**src/logic/rv_isa_pkg.sv**
```systemverilog
`default_nettype none

package rv_isa_pkg;

    localparam int xlen       = 32;
    localparam int reg_addr_w = 5;

    // Major opcodes of the kept instructions
    localparam logic [6:0] op_rtype     = 7'b0110011;
    localparam logic [6:0] op_itype_alu = 7'b0010011;
    localparam logic [6:0] op_load      = 7'b0000011;
    localparam logic [6:0] op_store     = 7'b0100011;
    localparam logic [6:0] op_branch    = 7'b1100011;

    localparam logic [2:0] f3_add_sub = 3'b000;
    localparam logic [2:0] f3_slt     = 3'b010;
    localparam logic [2:0] f3_xor     = 3'b100;
    localparam logic [2:0] f3_or      = 3'b110;
    localparam logic [2:0] f3_and     = 3'b111;
    localparam logic [2:0] f3_lw      = 3'b010;
    localparam logic [2:0] f3_sw      = 3'b010;
    localparam logic [2:0] f3_beq     = 3'b000;
    localparam logic [2:0] f3_bne     = 3'b001;

    localparam logic [6:0] f7_base = 7'b0000000;
    localparam logic [6:0] f7_sub  = 7'b0100000;

    // ADDI x0, x0, 0
    localparam logic [xlen-1:0] nop_instr = 32'h0000_0013;

    typedef struct packed {
        logic [6:0]            funct7;
        logic [reg_addr_w-1:0] rs2;
        logic [reg_addr_w-1:0] rs1;
        logic [2:0]            funct3;
        logic [reg_addr_w-1:0] rd;
        logic [6:0]            opcode;
    } rtype_t;

    typedef struct packed {
        logic [11:0]           imm;
        logic [reg_addr_w-1:0] rs1;
        logic [2:0]            funct3;
        logic [reg_addr_w-1:0] rd;
        logic [6:0]            opcode;
    } itype_t;

    typedef struct packed {
        logic [6:0]            imm_hi;
        logic [reg_addr_w-1:0] rs2;
        logic [reg_addr_w-1:0] rs1;
        logic [2:0]            funct3;
        logic [4:0]            imm_lo;
        logic [6:0]            opcode;
    } stype_t;

    // Scattered branch offset bits with bit 0 implied zero
    typedef struct packed {
        logic                  imm12;
        logic [5:0]            imm10_5;
        logic [reg_addr_w-1:0] rs2;
        logic [reg_addr_w-1:0] rs1;
        logic [2:0]            funct3;
        logic [3:0]            imm4_1;
        logic                  imm11;
        logic [6:0]            opcode;
    } btype_t;

    typedef union packed {
        rtype_t r;
        itype_t i;
        stype_t s;
        btype_t b;
    } instr_u;

endpackage

`default_nettype wire

```
**src/logic/pipe_pkg.sv**
```systemverilog
`default_nettype none

package pipe_pkg;

    typedef logic [rv_isa_pkg::xlen-1:0]       word_t;
    typedef logic [rv_isa_pkg::reg_addr_w-1:0] reg_idx_t;

    typedef enum logic [2:0] {
        alu_add,
        alu_sub,
        alu_and,
        alu_or,
        alu_xor,
        alu_slt
    } alu_op_e;

    // Operand source for the execute stage
    typedef enum logic [1:0] {
        fwd_reg,
        fwd_exmem,
        fwd_wb
    } fwd_sel_e;

    typedef struct packed {
        logic     valid;
        word_t    pc;
        reg_idx_t rs1;
        reg_idx_t rs2;
        reg_idx_t rd;
        logic     rd_we;
        word_t    rs1_val;
        word_t    rs2_val;
        word_t    imm;
        alu_op_e  alu_op;
        logic     use_imm;
        logic     is_load;
        logic     is_store;
        logic     is_branch;
        logic     branch_ne;
    } id_ex_t;

    typedef struct packed {
        logic     valid;
        reg_idx_t rd;
        logic     rd_we;
        word_t    result;
        word_t    store_data;
        logic     is_load;
        logic     is_store;
    } ex_mem_t;

    typedef struct packed {
        logic     valid;
        reg_idx_t rd;
        logic     rd_we;
        logic     is_load;
        word_t    result;
        word_t    load_data;
    } mem_wb_t;

    typedef struct packed {
        logic     we;
        reg_idx_t rd;
        word_t    value;
    } wb_t;

    typedef struct packed {
        logic  rd_en;
        logic  wr_en;
        word_t addr;
        word_t wr_data;
    } mem_req_t;

endpackage

`default_nettype wire

```
**src/logic/fetch_stage.sv**
```systemverilog
`timescale 1ns/1ps
`default_nettype none

module fetch_stage (
    input  logic                         clk,
    input  logic                         arst_n,
    input  logic [rv_isa_pkg::xlen-1:0]  instr,
    input  logic                         stall,
    input  logic                         branch_taken,
    input  logic [rv_isa_pkg::xlen-1:0]  branch_target,
    output logic [rv_isa_pkg::xlen-1:0]  pc,
    output logic [rv_isa_pkg::xlen-1:0]  if_pc,
    output rv_isa_pkg::instr_u           if_instr
);

    // Flush wins over a load-use hold
    always_ff @(posedge clk or negedge arst_n) begin
        if (!arst_n) begin
            pc       <= '0;
            if_pc    <= '0;
            if_instr <= rv_isa_pkg::nop_instr;
        end else if (branch_taken) begin
            pc       <= branch_target;
            if_pc    <= pc;
            if_instr <= rv_isa_pkg::nop_instr;
        end else if (!stall) begin
            pc       <= pc + 32'd4;
            if_pc    <= pc;
            if_instr <= instr;
        end
    end

    // Branch targets from execute must keep the fetch address aligned
    a_pc_aligned: assert property (
        @(posedge clk) disable iff (!arst_n) pc[1:0] == 2'b00
    );

endmodule

`default_nettype wire

```
**src/logic/register_file.sv**
```systemverilog
`timescale 1ns/1ps
`default_nettype none

module register_file (
    input  logic               clk,
    input  logic               arst_n,
    input  pipe_pkg::reg_idx_t rs1,
    input  pipe_pkg::reg_idx_t rs2,
    input  pipe_pkg::wb_t      wb,
    output pipe_pkg::word_t    rs1_val,
    output pipe_pkg::word_t    rs2_val
);

    // x0 has no storage
    pipe_pkg::word_t regs [1:31];

    always_ff @(posedge clk or negedge arst_n) begin
        if (!arst_n) begin
            for (int i = 1; i < 32; i++) begin
                regs[i] <= '0;
            end
        end else if (wb.we && wb.rd != '0) begin
            regs[wb.rd] <= wb.value;
        end
    end

    // Same-cycle write shows up on the read port
    function automatic pipe_pkg::word_t read_port(input pipe_pkg::reg_idx_t idx);
        if (idx == '0) begin
            return '0;
        end else if (wb.we && wb.rd == idx) begin
            return wb.value;
        end
        return regs[idx];
    endfunction

    assign rs1_val = read_port(rs1);
    assign rs2_val = read_port(rs2);

endmodule

`default_nettype wire

```
**src/logic/decode_stage.sv**
```systemverilog
`timescale 1ns/1ps
`default_nettype none

module decode_stage (
    input  logic                        clk,
    input  logic                        arst_n,
    input  logic [rv_isa_pkg::xlen-1:0] if_pc,
    input  rv_isa_pkg::instr_u          if_instr,
    input  pipe_pkg::word_t             rs1_val,
    input  pipe_pkg::word_t             rs2_val,
    input  logic                        branch_taken,
    output pipe_pkg::reg_idx_t          rs1,
    output pipe_pkg::reg_idx_t          rs2,
    output logic                        stall,
    output pipe_pkg::id_ex_t            id_ex
);

    pipe_pkg::id_ex_t  dec;
    pipe_pkg::alu_op_e r_op;
    logic              r_ok;
    pipe_pkg::word_t   imm_i;
    pipe_pkg::word_t   imm_s;
    pipe_pkg::word_t   imm_b;

    assign imm_i = {{20{if_instr.i.imm[11]}}, if_instr.i.imm};
    assign imm_s = {{20{if_instr.s.imm_hi[6]}}, if_instr.s.imm_hi, if_instr.s.imm_lo};
    assign imm_b = {{19{if_instr.b.imm12}}, if_instr.b.imm12, if_instr.b.imm11,
                    if_instr.b.imm10_5, if_instr.b.imm4_1, 1'b0};

    // Register-register group
    always_comb begin
        r_ok = 1'b1;
        r_op = pipe_pkg::alu_add;
        case ({if_instr.r.funct7, if_instr.r.funct3})
            {rv_isa_pkg::f7_base, rv_isa_pkg::f3_add_sub}: r_op = pipe_pkg::alu_add;
            {rv_isa_pkg::f7_sub,  rv_isa_pkg::f3_add_sub}: r_op = pipe_pkg::alu_sub;
            {rv_isa_pkg::f7_base, rv_isa_pkg::f3_and}:     r_op = pipe_pkg::alu_and;
            {rv_isa_pkg::f7_base, rv_isa_pkg::f3_or}:      r_op = pipe_pkg::alu_or;
            {rv_isa_pkg::f7_base, rv_isa_pkg::f3_xor}:     r_op = pipe_pkg::alu_xor;
            {rv_isa_pkg::f7_base, rv_isa_pkg::f3_slt}:     r_op = pipe_pkg::alu_slt;
            default:                                       r_ok = 1'b0;
        endcase
    end

    // Anything not kept stays an all-zero record, which behaves as a NOP
    always_comb begin
        dec       = '0;
        dec.valid = 1'b1;
        dec.pc    = if_pc;
        case (if_instr.r.opcode)
            rv_isa_pkg::op_rtype: begin
                if (r_ok) begin
                    dec.rs1    = if_instr.r.rs1;
                    dec.rs2    = if_instr.r.rs2;
                    dec.rd     = if_instr.r.rd;
                    dec.rd_we  = 1'b1;
                    dec.alu_op = r_op;
                end
            end
            rv_isa_pkg::op_itype_alu, rv_isa_pkg::op_load: begin
                if ((if_instr.i.opcode == rv_isa_pkg::op_load)
                        ? (if_instr.i.funct3 == rv_isa_pkg::f3_lw)
                        : (if_instr.i.funct3 == rv_isa_pkg::f3_add_sub)) begin
                    dec.rs1     = if_instr.i.rs1;
                    dec.rd      = if_instr.i.rd;
                    dec.rd_we   = 1'b1;
                    dec.imm     = imm_i;
                    dec.use_imm = 1'b1;
                    dec.is_load = (if_instr.i.opcode == rv_isa_pkg::op_load);
                end
            end
            rv_isa_pkg::op_store: begin
                if (if_instr.s.funct3 == rv_isa_pkg::f3_sw) begin
                    dec.rs1      = if_instr.s.rs1;
                    dec.rs2      = if_instr.s.rs2;
                    dec.imm      = imm_s;
                    dec.use_imm  = 1'b1;
                    dec.is_store = 1'b1;
                end
            end
            rv_isa_pkg::op_branch: begin
                if (if_instr.b.funct3 == rv_isa_pkg::f3_beq ||
                    if_instr.b.funct3 == rv_isa_pkg::f3_bne) begin
                    dec.rs1       = if_instr.b.rs1;
                    dec.rs2       = if_instr.b.rs2;
                    dec.imm       = imm_b;
                    dec.is_branch = 1'b1;
                    dec.branch_ne = (if_instr.b.funct3 == rv_isa_pkg::f3_bne);
                end
            end
            default: ;
        endcase
    end

    assign rs1 = dec.rs1;
    assign rs2 = dec.rs2;

    // Unused sources are x0, so they never match a load destination
    assign stall = id_ex.valid && id_ex.is_load && id_ex.rd != '0 &&
                   (id_ex.rd == dec.rs1 || id_ex.rd == dec.rs2);

    always_ff @(posedge clk or negedge arst_n) begin
        if (!arst_n) begin
            id_ex <= '0;
        end else if (stall || branch_taken) begin
            id_ex <= '0;
        end else begin
            id_ex         <= dec;
            id_ex.rs1_val <= rs1_val;
            id_ex.rs2_val <= rs2_val;
        end
    end

    a_bubble_on_hazard: assert property (
        @(posedge clk) disable iff (!arst_n) (stall || branch_taken) |=> !id_ex.valid
    );

endmodule

`default_nettype wire

```
**src/logic/forwarding_unit.sv**
```systemverilog
`timescale 1ns/1ps
`default_nettype none

module forwarding_unit (
    input  pipe_pkg::id_ex_t   id_ex,
    input  pipe_pkg::ex_mem_t  ex_mem,
    input  pipe_pkg::wb_t      wb,
    output pipe_pkg::fwd_sel_e fwd_a,
    output pipe_pkg::fwd_sel_e fwd_b
);

    // EX/MEM first since it is younger; loads there are handled by the stall
    function automatic pipe_pkg::fwd_sel_e pick(input pipe_pkg::reg_idx_t src);
        if (src == '0) begin
            return pipe_pkg::fwd_reg;
        end else if (ex_mem.valid && ex_mem.rd_we && !ex_mem.is_load && ex_mem.rd == src) begin
            return pipe_pkg::fwd_exmem;
        end else if (wb.we && wb.rd == src) begin
            return pipe_pkg::fwd_wb;
        end
        return pipe_pkg::fwd_reg;
    endfunction

    assign fwd_a = pick(id_ex.rs1);
    assign fwd_b = pick(id_ex.rs2);

endmodule

`default_nettype wire

```
**src/logic/execute_stage.sv**
```systemverilog
`timescale 1ns/1ps
`default_nettype none

module execute_stage (
    input  logic               clk,
    input  logic               arst_n,
    input  pipe_pkg::id_ex_t   id_ex,
    input  pipe_pkg::fwd_sel_e fwd_a,
    input  pipe_pkg::fwd_sel_e fwd_b,
    input  pipe_pkg::wb_t      wb,
    output pipe_pkg::ex_mem_t  ex_mem,
    output logic               branch_taken,
    output pipe_pkg::word_t    branch_target
);

    pipe_pkg::word_t   op_a;
    pipe_pkg::word_t   op_b;
    pipe_pkg::word_t   alu_b;
    pipe_pkg::word_t   alu_y;
    pipe_pkg::ex_mem_t ex_next;

    function automatic pipe_pkg::word_t fwd_mux(input pipe_pkg::fwd_sel_e sel,
                                                input pipe_pkg::word_t    reg_val);
        case (sel)
            pipe_pkg::fwd_exmem: return ex_mem.result;
            pipe_pkg::fwd_wb:    return wb.value;
            default:             return reg_val;
        endcase
    endfunction

    assign op_a  = fwd_mux(fwd_a, id_ex.rs1_val);
    assign op_b  = fwd_mux(fwd_b, id_ex.rs2_val);
    assign alu_b = id_ex.use_imm ? id_ex.imm : op_b;

    // Loads and stores use the add path for rs1 + imm
    always_comb begin
        case (id_ex.alu_op)
            pipe_pkg::alu_sub: alu_y = op_a - alu_b;
            pipe_pkg::alu_and: alu_y = op_a & alu_b;
            pipe_pkg::alu_or:  alu_y = op_a | alu_b;
            pipe_pkg::alu_xor: alu_y = op_a ^ alu_b;
            pipe_pkg::alu_slt: alu_y = {31'd0, $signed(op_a) < $signed(alu_b)};
            default:           alu_y = op_a + alu_b;
        endcase
    end

    // BEQ on equal, BNE on not equal
    assign branch_taken  = id_ex.valid && id_ex.is_branch &&
                           ((op_a == op_b) != id_ex.branch_ne);
    assign branch_target = id_ex.pc + id_ex.imm;

    always_comb begin
        ex_next            = '0;
        ex_next.valid      = id_ex.valid;
        ex_next.rd         = id_ex.rd;
        ex_next.rd_we      = id_ex.rd_we;
        ex_next.result     = alu_y;
        ex_next.store_data = op_b;
        ex_next.is_load    = id_ex.is_load;
        ex_next.is_store   = id_ex.is_store;
    end

    always_ff @(posedge clk or negedge arst_n) begin
        if (!arst_n) begin
            ex_mem <= '0;
        end else begin
            ex_mem <= ex_next;
        end
    end

    // A taken branch comes from a real branch, and the slot behind it is flushed
    a_branch_flush: assert property (
        @(posedge clk) disable iff (!arst_n)
        branch_taken |-> (id_ex.valid && id_ex.is_branch) ##1 !id_ex.valid
    );

endmodule

`default_nettype wire

```
**src/logic/memwb_stage.sv**
```systemverilog
`timescale 1ns/1ps
`default_nettype none

module memwb_stage (
    input  logic               clk,
    input  logic               arst_n,
    input  pipe_pkg::ex_mem_t  ex_mem,
    input  pipe_pkg::word_t    read_data,
    output pipe_pkg::mem_req_t mem_req,
    output pipe_pkg::wb_t      wb
);

    pipe_pkg::mem_wb_t mem_wb;

    assign mem_req.rd_en   = ex_mem.valid && ex_mem.is_load;
    assign mem_req.wr_en   = ex_mem.valid && ex_mem.is_store;
    assign mem_req.addr    = ex_mem.result;
    assign mem_req.wr_data = ex_mem.store_data;

    always_ff @(posedge clk or negedge arst_n) begin
        if (!arst_n) begin
            mem_wb <= '0;
        end else begin
            mem_wb.valid     <= ex_mem.valid;
            mem_wb.rd        <= ex_mem.rd;
            mem_wb.rd_we     <= ex_mem.rd_we;
            mem_wb.is_load   <= ex_mem.is_load;
            mem_wb.result    <= ex_mem.result;
            mem_wb.load_data <= read_data;
        end
    end

    // Writeback value
    assign wb.we    = mem_wb.valid && mem_wb.rd_we;
    assign wb.rd    = mem_wb.rd;
    assign wb.value = mem_wb.is_load ? mem_wb.load_data : mem_wb.result;

    a_one_strobe: assert property (
        @(posedge clk) disable iff (!arst_n) !(mem_req.rd_en && mem_req.wr_en)
    );

endmodule

`default_nettype wire

```
**src/logic/riscv_core.sv**
```systemverilog
`timescale 1ns/1ps
`default_nettype none

module riscv_core (
    input  logic                        clk,
    input  logic                        arst_n,
    input  logic [rv_isa_pkg::xlen-1:0] instr,
    input  logic [rv_isa_pkg::xlen-1:0] read_data,
    output logic [rv_isa_pkg::xlen-1:0] pc,
    output pipe_pkg::mem_req_t          mem_req
);

    logic [rv_isa_pkg::xlen-1:0] if_pc;
    rv_isa_pkg::instr_u          if_instr;
    logic                        stall;
    logic                        branch_taken;
    pipe_pkg::word_t             branch_target;
    pipe_pkg::reg_idx_t          rs1;
    pipe_pkg::reg_idx_t          rs2;
    pipe_pkg::word_t             rs1_val;
    pipe_pkg::word_t             rs2_val;
    pipe_pkg::id_ex_t            id_ex;
    pipe_pkg::ex_mem_t           ex_mem;
    pipe_pkg::wb_t               wb;
    pipe_pkg::fwd_sel_e          fwd_a;
    pipe_pkg::fwd_sel_e          fwd_b;

    fetch_stage fetch0 (
        .clk           (clk),
        .arst_n        (arst_n),
        .instr         (instr),
        .stall         (stall),
        .branch_taken  (branch_taken),
        .branch_target (branch_target),
        .pc            (pc),
        .if_pc         (if_pc),
        .if_instr      (if_instr)
    );

    decode_stage decode0 (
        .clk          (clk),
        .arst_n       (arst_n),
        .if_pc        (if_pc),
        .if_instr     (if_instr),
        .rs1_val      (rs1_val),
        .rs2_val      (rs2_val),
        .branch_taken (branch_taken),
        .rs1          (rs1),
        .rs2          (rs2),
        .stall        (stall),
        .id_ex        (id_ex)
    );

    // Read in decode, written from writeback
    register_file regs0 (
        .clk     (clk),
        .arst_n  (arst_n),
        .rs1     (rs1),
        .rs2     (rs2),
        .wb      (wb),
        .rs1_val (rs1_val),
        .rs2_val (rs2_val)
    );

    forwarding_unit fwd0 (
        .id_ex  (id_ex),
        .ex_mem (ex_mem),
        .wb     (wb),
        .fwd_a  (fwd_a),
        .fwd_b  (fwd_b)
    );

    execute_stage execute0 (
        .clk           (clk),
        .arst_n        (arst_n),
        .id_ex         (id_ex),
        .fwd_a         (fwd_a),
        .fwd_b         (fwd_b),
        .wb            (wb),
        .ex_mem        (ex_mem),
        .branch_taken  (branch_taken),
        .branch_target (branch_target)
    );

    memwb_stage memwb0 (
        .clk       (clk),
        .arst_n    (arst_n),
        .ex_mem    (ex_mem),
        .read_data (read_data),
        .mem_req   (mem_req),
        .wb        (wb)
    );

endmodule

`default_nettype wire

```
**config.mk**
```make
export PLATFORM = sky130hd
export DESIGN_NAME = riscv_core
export DESIGN_NICKNAME = d
export VERILOG_FILES = /design/src/logic/rv_isa_pkg.sv /design/src/logic/pipe_pkg.sv /design/src/logic/fetch_stage.sv /design/src/logic/register_file.sv /design/src/logic/decode_stage.sv /design/src/logic/forwarding_unit.sv /design/src/logic/execute_stage.sv /design/src/logic/memwb_stage.sv /design/src/logic/riscv_core.sv
export SDC_FILE = /design/constraint.sdc
export NUM_CORES = 2
export LEC_CHECK = 0
export BUFFER_PORTS_ARGS = -buffer_cell sky130_fd_sc_hd__buf_2
export CAP_MARGIN = 20
export CORE_ASPECT_RATIO = 1.75
export CORE_UTILIZATION = 25
export DETAILED_ROUTE_END_ITERATION = 10
export GPL_ROUTABILITY_DRIVEN = 0
export SLEW_MARGIN = 20
export SYNTH_ARGS = -nofsm -noshare
export SYNTH_HDL_FRONTEND = slang
export SYNTH_SLANG_ARGS = --single-unit
export TNS_END_PERCENT = 100
```
**constraint.sdc**
```tcl
create_clock -name clk -period 5.9 [get_ports clk]
set_input_delay 1.77 -clock clk [delete_from_list [all_inputs] [get_ports clk]]
set_output_delay 1.77 -clock clk [all_outputs]
set_load 0.03 [all_outputs]
```
== Yosys cells after proc, flatten, opt, wreduce, memory -nomap -nowiden ==
Cells that the tools add are included.

* Register bits after elaboration: 1386
* Latch bits: 0
* RAM bits: 0
* ROM bits: 0
* Bits of input ports: 66
* Output and inout port bits: 98
* Logic and storage cells: 210
* Memories: 0

* Add/subtract/negate cells: 4
* $mul: 0
* Divide/modulo/power cells: 0
* Magnitude comparators: 5
* Equality and inequality tests: 32
* Shifts and indexed selects: 0
* Muxes and demuxes: 69
* Bitwise operators: 6
* Reduce and logical (&&, ||, !) cells: 32

{| class="wikitable"
|+ Operators by type and width
! kind !! count
|-
| 992-bit bitwise mux || 1
|-
| 32-bit two-way mux || 22
|-
| 32-bit binary-select mux with 5-bit select || 2
|-
| 32-bit demux with 5-bit select || 1
|-
| 32-bit case mux with 5 select lines || 1
|-
| 153-bit two-way mux || 1
|-
| 32-bit case mux with 2 select lines || 2
|-
| 32-bit case mux with 3 select lines || 1
|-
| 32-bit adder || 2
|-
| 5-bit == test || 8
|-
| 32-bit by 3-bit adder with 32-bit output, second input constant || 1
|-
| 32-bit AND || 1
|-
| 32-bit == test || 1
|-
| 32-bit less-than comparator || 1
|-
| 32-bit OR || 1
|-
| 32-bit subtractor || 1
|-
| 32-bit XOR || 1
|-
| 10-bit by 3-bit == test with 1-bit output, second input constant || 3
|-
| 2-bit two-way mux || 11
|-
| 5-bit zero test || 4
|-
| 10-bit two-way mux || 2
|-
| 5-bit case mux with 4 select lines || 1
|-
| 6-bit greater-or-equal comparator, second input constant || 3
|-
| 1-bit logical AND || 18
|-
| 31 further kinds || 58
|}

== Depth between registers and ports, before layout ==
* Depth in word-level cells: 13
* Gate-level depth with buffers: 23
* Depth with buffers taken out: 21

== Cells and area by module ==
From an unflattened synthesis, not the netlist that was laid out.

* Cells, all modules: 6542
* Area, all modules: 77197.8 sq um

{| class="wikitable"
|+ Modules (own cells, without submodules)
! module !! instances !! cells an instance !! area an instance (sq um) !! seq. area each (sq um)
|-
| register_file || 1 || 4067 || 53961.8 || 24823.8
|-
| execute_stage || 1 || 1478 || 10571.4 || 1826.8
|-
| decode_stage || 1 || 410 || 5191.2 || 3353.2
|-
| fetch_stage || 1 || 370 || 4305.4 || 2406.1
|-
| memwb_stage || 1 || 180 || 2882.8 || 1801.7
|-
| forwarding_unit || 1 || 37 || 285.3 || 0.0
|}

== Least setup slack after synthesis ==
No wires, ideal clock.

* Path kind: reg-to-reg
* From: register execute0.ex_mem[1] (netlist name)
* To: register execute0.ex_mem[34] (netlist name)
* Library setup time: 128 ps
* Data arrival time: 4895 ps
* Required time: 5772 ps
* Setup slack: 877 ps
* Stages on the path, launching flop included: 22
* Path buffers: 1
* Clock period less this slack: 5023 ps
* Cells stage by stage: dfrtp_1 > and3b_1 > nand2_1 > nor4_1 > a31o_2 > buf_2 > o221ai_1 > mux2i_1 > inv_1 > ha_1 > fa_1 > o21bai_1 > a21oi_1 > o21a_1 > nor4b_1 > nor4_1 > o41ai_1 > a211o_1 > a311o_1 > a2111oi_0 > a211oi_1 > nor3_1

* Cells in the longest elaborated chain, start to end: 11
* Elaborated cells on any way between the ends: 28
* Those cells by class: add/sub: 2; order compare: 1; eq/ne: 4; mux: 14; bitwise: 3; reduce/logical: 4

{| class="wikitable"
|+ Ends and longest elaborated chain
! item !! RTL line !! source
|-
| 1-bit zero test * || forwarding_unit.sv:16 || <nowiki>end else if (ex_mem.valid && ex_mem.rd_we && !ex_mem.is_load && ex_mem.rd == src) begin</nowiki>
|-
| 1-bit logical AND * (2 in a row) || forwarding_unit.sv:16 ||
|-
| 2-bit two-way mux or 1-bit two-way mux (tied branches) || forwarding_unit.sv:16 ||
|-
| 2-bit two-way mux or 1-bit two-way mux (tied branches) || forwarding_unit.sv:14 || <nowiki>if (src == '0) begin</nowiki>
|-
| 2-bit two-way mux * || forwarding_unit.sv:21 || <nowiki>return pipe_pkg::fwd_reg;</nowiki>
|-
| 2-bit == test or 2-bit by 1-bit == test with 1-bit output (tied branches) || execute_stage.sv:24 || <nowiki>case (sel)</nowiki>
|-
| 32-bit case mux with 2 select lines * || execute_stage.sv:24 ||
|-
| via execute0.op_b[0] || execute_stage.sv:17 || <nowiki>pipe_pkg::word_t op_b;</nowiki>
|-
| 32-bit two-way mux * || execute_stage.sv:33 || <nowiki>assign alu_b = id_ex.use_imm ? id_ex.imm : op_b;</nowiki>
|-
| 32-bit adder, or another cell as far along || execute_stage.sv:43 || <nowiki>default: alu_y = op_a + alu_b;</nowiki>
|-
| 32-bit case mux with 5 select lines * || execute_stage.sv:37 || <nowiki>case (id_ex.alu_op)</nowiki>
|-
| via execute0.alu_y[0] || execute_stage.sv:19 || <nowiki>pipe_pkg::word_t alu_y;</nowiki>
|}

The timed path passes the listed nets; every way through them passes the cells marked *.
A chain may end at the register's enable or synchronous reset.

== Worst setup path after layout ==
* From: register memwb0.mem_wb[71] in the netlist's numbering
* To: register execute0.ex_mem[65] (netlist name)

* Cells in the longest elaborated chain, start to end: 11
* Elaborated cells on any way between the ends: 24
* Those cells by class: add/sub: 2; eq/ne: 4; mux: 12; bitwise: 3; reduce/logical: 3

{| class="wikitable"
|+ Ends and longest elaborated chain
! item !! RTL line !! source
|-
| from (decl) || memwb_stage.sv:13 || <nowiki>pipe_pkg::mem_wb_t mem_wb;</nowiki>
|-
| 1-bit logical AND * || memwb_stage.sv:34 || <nowiki>assign wb.we = mem_wb.valid && mem_wb.rd_we;</nowiki>
|-
| 1-bit logical AND * || forwarding_unit.sv:18 || <nowiki>end else if (wb.we && wb.rd == src) begin</nowiki>
|-
| 1-bit two-way mux * || forwarding_unit.sv:18 ||
|-
| 1-bit two-way mux * || forwarding_unit.sv:16 ||
|-
| 1-bit two-way mux * || forwarding_unit.sv:14 ||
|-
| 2-bit two-way mux * || forwarding_unit.sv:21 ||
|-
| 2-bit == test or 2-bit by 1-bit == test with 1-bit output (tied branches) || execute_stage.sv:24 ||
|-
| 32-bit case mux with 2 select lines * || execute_stage.sv:24 ||
|-
| via execute0.op_b[2] || execute_stage.sv:17 ||
|-
| 32-bit two-way mux * || execute_stage.sv:33 ||
|-
| 32-bit adder or 32-bit subtractor (tied branches) || execute_stage.sv:43, execute_stage.sv:38 ||
|-
| 32-bit case mux with 5 select lines * || execute_stage.sv:37 ||
|-
| via execute0.alu_y[31] || execute_stage.sv:19 ||
|}

Marks and branches as above.

==> reports/results.env <==
TIMING.FMAX_MHz=173
MEAN_AREA_PER_SYNTHESIZED_CELL_SQ_UM=8.34
POST-ROUTE-WORST-SETUP-SLACK_NS=0.107
CLOCK_LATENCY_ON_THE_WORST_SKEW_PAIR_NS=0.80
R2R-START='memwb0.mem_wb[71]$_DFF_PN0_'
DRT_FIRST_ITER_VIOLATIONS=7311
LAYOUT_MIN_CYCLE_TIME_NS=5.79
GLOBAL_ROUTE.USAGE.TOTAL_PCT=19.7
WORSTSETUPSTARTPOINTTYPE='flip-flop'
LAYOUT.CORE_UTILIZATION_PCT=28.7
SETUP_TNS_NS=0
CTS_MAX_LEVEL=3
NUMBER_OF_ANTENNA_VIOLATIONS_AT_THE_FIRST_CHECK_IN_GLOBAL_ROUTING=9
MAX_CAP_VIOL_COUNT=0
CLOCKPOWERSHARE_PCT=44.9
FP.DIEW_UM=416
DIE_HEIGHT_UM=726
CTS.SINKS=1367
TIMING_WORST_SETUP_PATH_TYPE='reg2reg'
CLK_PIN_SLEW_NS=0.08
PLACEMENT_ROWS=265
VIAS=68700
WORST_SETUP_TIMING_SLACK_AT_THE_PLACEMENT_STAGE_NS=0.299
CRITICAL_PATH_PEAK_FANOUT=14
R2R-END='execute0.ex_mem[65]$_DFF_PN0_'
FINALSETUPVIOLCOUNT=0
SEQ_POWER_SHARE_PCT=51.1
DETAIL_ROUTE.VIAS_PER_CELL=5.39
NETS=8966
PEAKVDDDROP_V=0.000239
WORST-ENDPOINT-ARRIVAL_NS=6.50
RELSLEWSLACK_PCT=17.3
SLEW_LIMIT_FAILS=0
GRT_SETUP_UNREPAIRED='false'
SYNTH-ASYNC-RESET-RATIO_PCT=100
WORST-PATH-STAGES=20
TIMING.CRITICAL_PATH.MAX_DELAY_FAMILY='compound AO/OA/AOI/OAI gates'
SYNTHESIS.AREA_SQ_MM=0.0750
CRITICAL_PATH.ENDPOINT_TYPE='flip-flop'
SWITCHING_SHARE_PCT=24.5
WORSTSETUPSTARTPOINT='memwb0.mem_wb[71]$_DFF_PN0_'
SYNTH_LARGEST_TYPE_AREA_FRACTION_PCT=45.5
HOLD_CLASS='reg2reg'
TOP_LEVEL_PORTS=164
RRSETUPSLACK_NS=0.11
LAYOUT-AREA-OVERHEAD-VS-SYNTH_PCT=14.1
HOLD_SLACK_NS=0.355
POSTCTSSETUPREPAIRBUFS=0
SYNTH-MAIN-FF-CELL='dfrtp_1'
MAX_SLEW.WORST_PIN.SLEW_NS=1.23
CELLPOWERDENSITY_mW_PER_MM2=220
SYN_INST=8983
YOSYSWARNINGS=0
WORST-R2R-CELL-COUNT=20
SWITCHING_POWER_uW=4600
CP_SLOWEST_CELL='a2111oi_0'
CLOCK_TREE.ROOT_CELL='clkbuf_16'
POST_SYNTH_NUM_CELL_TYPES=91
WL_PER_CELL_UM=24.0
SYNTH_SEQ_CELLS=1367
POST_ROUTE_CELLS_DRIVE_ABOVE_1_SHARE_PCT=11.7
CRIT_CHAIN='nand2_1 > a2111oi_0 > a31o_2 > buf_4 > o221ai_1 > mux2_2 > ha_1 > buf_4 > o21ai_0 > o21ai_0 > a2111oi_0 > buf_4 > o211ai_1 > nand3_1 > and3_1 > o31a_1 > o21bai_1 > o31a_1 > or3b_2 > o21ai_0'
PWR-SHARE-COMB_PCT=4.0
CTS_BUFFERS=113
INITIAL_UTILIZATION_PCT=25.1
GRT_PASS1_WL_UM=451000
NETS_IN_THE_SYNTHESIZED_NETLIST=9180
TOTAL_LEAKAGE_POWER_uW=0.0353
WORSTPATHBUFFERINVERTERCOUNT=3
ROUTE.ANTENNA.REMAINING_NETS=0
REPORT.FINAL.HOLD_VIOL_COUNT=0
YOSYSSEQAREASHARE_PCT=45.6
DRT_PRE_ANTENNA_ITERS=8
CPPEAKSTAGEDELAY_NS=0.62
FLOORPLAN.CORE_AREA_SQ_MM=0.298
DPL.HPWL_UM=204000
CTS_REPAIR_RESIZE_COUNT=0
CELL_INTERNAL_POWER_DISSIPATION_uW=14200
DIE_AREA_SQ_MM=0.302
SYNTH_ENABLE_FLOP_CELLS=0
MOSTFREQUENTLAYOUTCELL='nand2_1'
FILLERINSTANCES=31600
GRT_MAX_DEGREE=149
CTS_HOLD_BUF=0
FIN_CRIT_SH_PCT=98.2
DRT_DRC_VIOLATIONS_LEFT=0
BUFFER_PORTS.INSERTED=163
SYNTH.LARGEST_AREA_CELL='dfrtp_1'
OUTCOME='finished clean'
TOP_CELLS_BY_AREA_SYNTH='dfrtp_1 (46%), nand2_1 (9.4%), a21oi_1 (5.9%)'
GRT-OVFL-TOTAL=0
LAYOUT_COMMON_CELLS='nand2_1 (1866), dfrtp_1 (1359), a21oi_1 (886)'
CTS-ROOT-TO-SINK-BUFFERS=3
GRT_PASS1_VIAS=67200
CLOCK_TREE_FROM_TRITONCTS='done'
CRITICAL_PATH.ENDPOINT='execute0.ex_mem[65]$_DFF_PN0_'
SKEW_NS=0.0449
ROUTED_WL_UM=306000
WORST_EP_REQUIRED_TIME_NS=6.61
[power by group through the flow]
| stage | registers, uW | logic (uW) | clock network [uW] |
|---|---|---|---|
| finish | 9610 | 745 | 8430 |
| global route | 9610 | 819 | 8840 |
| CTS | 9600 | 751 | 8540 |
| detailed placement | 9790 | 749 | 0 |
| global placement | 9790 | 745 | 0 |
| floorplan | 9750 | 313 | 0 |
[state kept, by name (all words and copies together) (netlist names)]
register	flops
regs0.regs	992
fetch0.if_pc	32
memwb0.mem_wb	67
execute0.ex_mem	73
fetch0.if_instr	32
memwb0.wb	5
decode0.id_ex	134
fetch0.pc	32
[synth_stat cells (all sizes together), types with 5 or more instances]
cell type and n:
nand2 1877, o21a 26, nand2b 14, nor2 792, a21oi 887, mux4 94
a31oi 80, a211oi 24, mux2i 160, a221o 49, nor3 146, nand3b 5
o211ai 12, or2 7, a21o 21, a311o 11, xnor2 98, a311oi 44
and2 7, nor2b 10, nand3 749, a41oi 33, mux2 83, a221oi 7
buf 173, a2111oi 6, and3 95, o31ai 19, and4 9, nor4 71
or3 17, o22ai 32, nand4 27, clkbuf 690, a22oi 89, xor2 37
a32oi 68, o221ai 38, inv 156, dfrtp 1364, o21ai 618, or4 6
a22o 8, o21bai 28, ha 128
[worst reg2reg max path, stage by stage (launching register included)]
cell       delay [ns]
dfrtp_1          0.37
nand2_1          0.23
a2111oi_0        0.62
a31o_2           0.31
buf_4            0.26
o221ai_1         0.17
mux2_2           0.30
ha_1             0.30
buf_4            0.12
o21ai_0          0.12
o21ai_0          0.48
a2111oi_0        0.23
buf_4            0.18
o211ai_1         0.31
nand3_1          0.26
and3_1           0.28
o31a_1           0.29
o21bai_1         0.19
o31a_1           0.16
or3b_2           0.45
o21ai_0          0.08
[stage by stage]
| stage | area (sq um) | power, uW | std cells |
|---|---|---|---|
| finish | 85500 | 18800 | 12700 |
| floorplan | 75000 | 10100 | 8983 |
| CTS | 85500 | 18900 | 12700 |
| global route | 85500 | 19300 | 12700 |
| detailed placement | 81500 | 10500 | 12500 |
| global placement | 81500 | 10500 | 12500 |
[layout make-up]
class,instances,area (sq um),area share [%]
sequential,1367,34200,40.0
tap,3871,4840,5.66
clock buffer,150,3180,3.71
multi-input combinational,6595,37400,43.8
clock inverter,61,855,0.999
timing repair buffer,534,4400,5.15
inverter,158,593,0.693
antenna,6,15.0,0.0176
[routing by layer]
metal | GRT usage (%) | up-vias | wire length [um]
li1 | - | 30700 | -
met1 | 21.0 | 33300 | 105000
met2 | 33.8 | 3510 | 148000
met3 | 2.82 | 1180 | 21500
met4 | 17.3 | 8 | 31400
met5 | 0 | - | 49
[kinds of logic after synthesis]
group | Yosys count | synth area share (%)
fa+ha+maj | 131 | 2.22
simple gates | 3849 | 21.9
compound gates | 2143 | 16.9
flops | 1367 | 45.6
xor+xnor | 135 | 1.58
mux | 337 | 6.21
buf+inv | 1021 | 5.52
[how the worst min path moves through the flow]
stage / from / end / cells past startpoint
2_1_floorplan: decode0.id_ex[2]$_DFF_PN0_ / execute0.ex_mem[0]$_DFF_PN0_ / 0
3_3_place_gp: decode0.id_ex[2]$_DFF_PN0_ / execute0.ex_mem[0]$_DFF_PN0_ / 0
3_5_place_dp: decode0.id_ex[2]$_DFF_PN0_ / execute0.ex_mem[0]$_DFF_PN0_ / 0
4_1_cts: decode0.id_ex[2]$_DFF_PN0_ / execute0.ex_mem[0]$_DFF_PN0_ / 0
5_1_grt: decode0.id_ex[2]$_DFF_PN0_ / execute0.ex_mem[0]$_DFF_PN0_ / 0
6_report: decode0.id_ex[2]$_DFF_PN0_ / execute0.ex_mem[0]$_DFF_PN0_ / 0
Power figures use the tool's default switching activity.
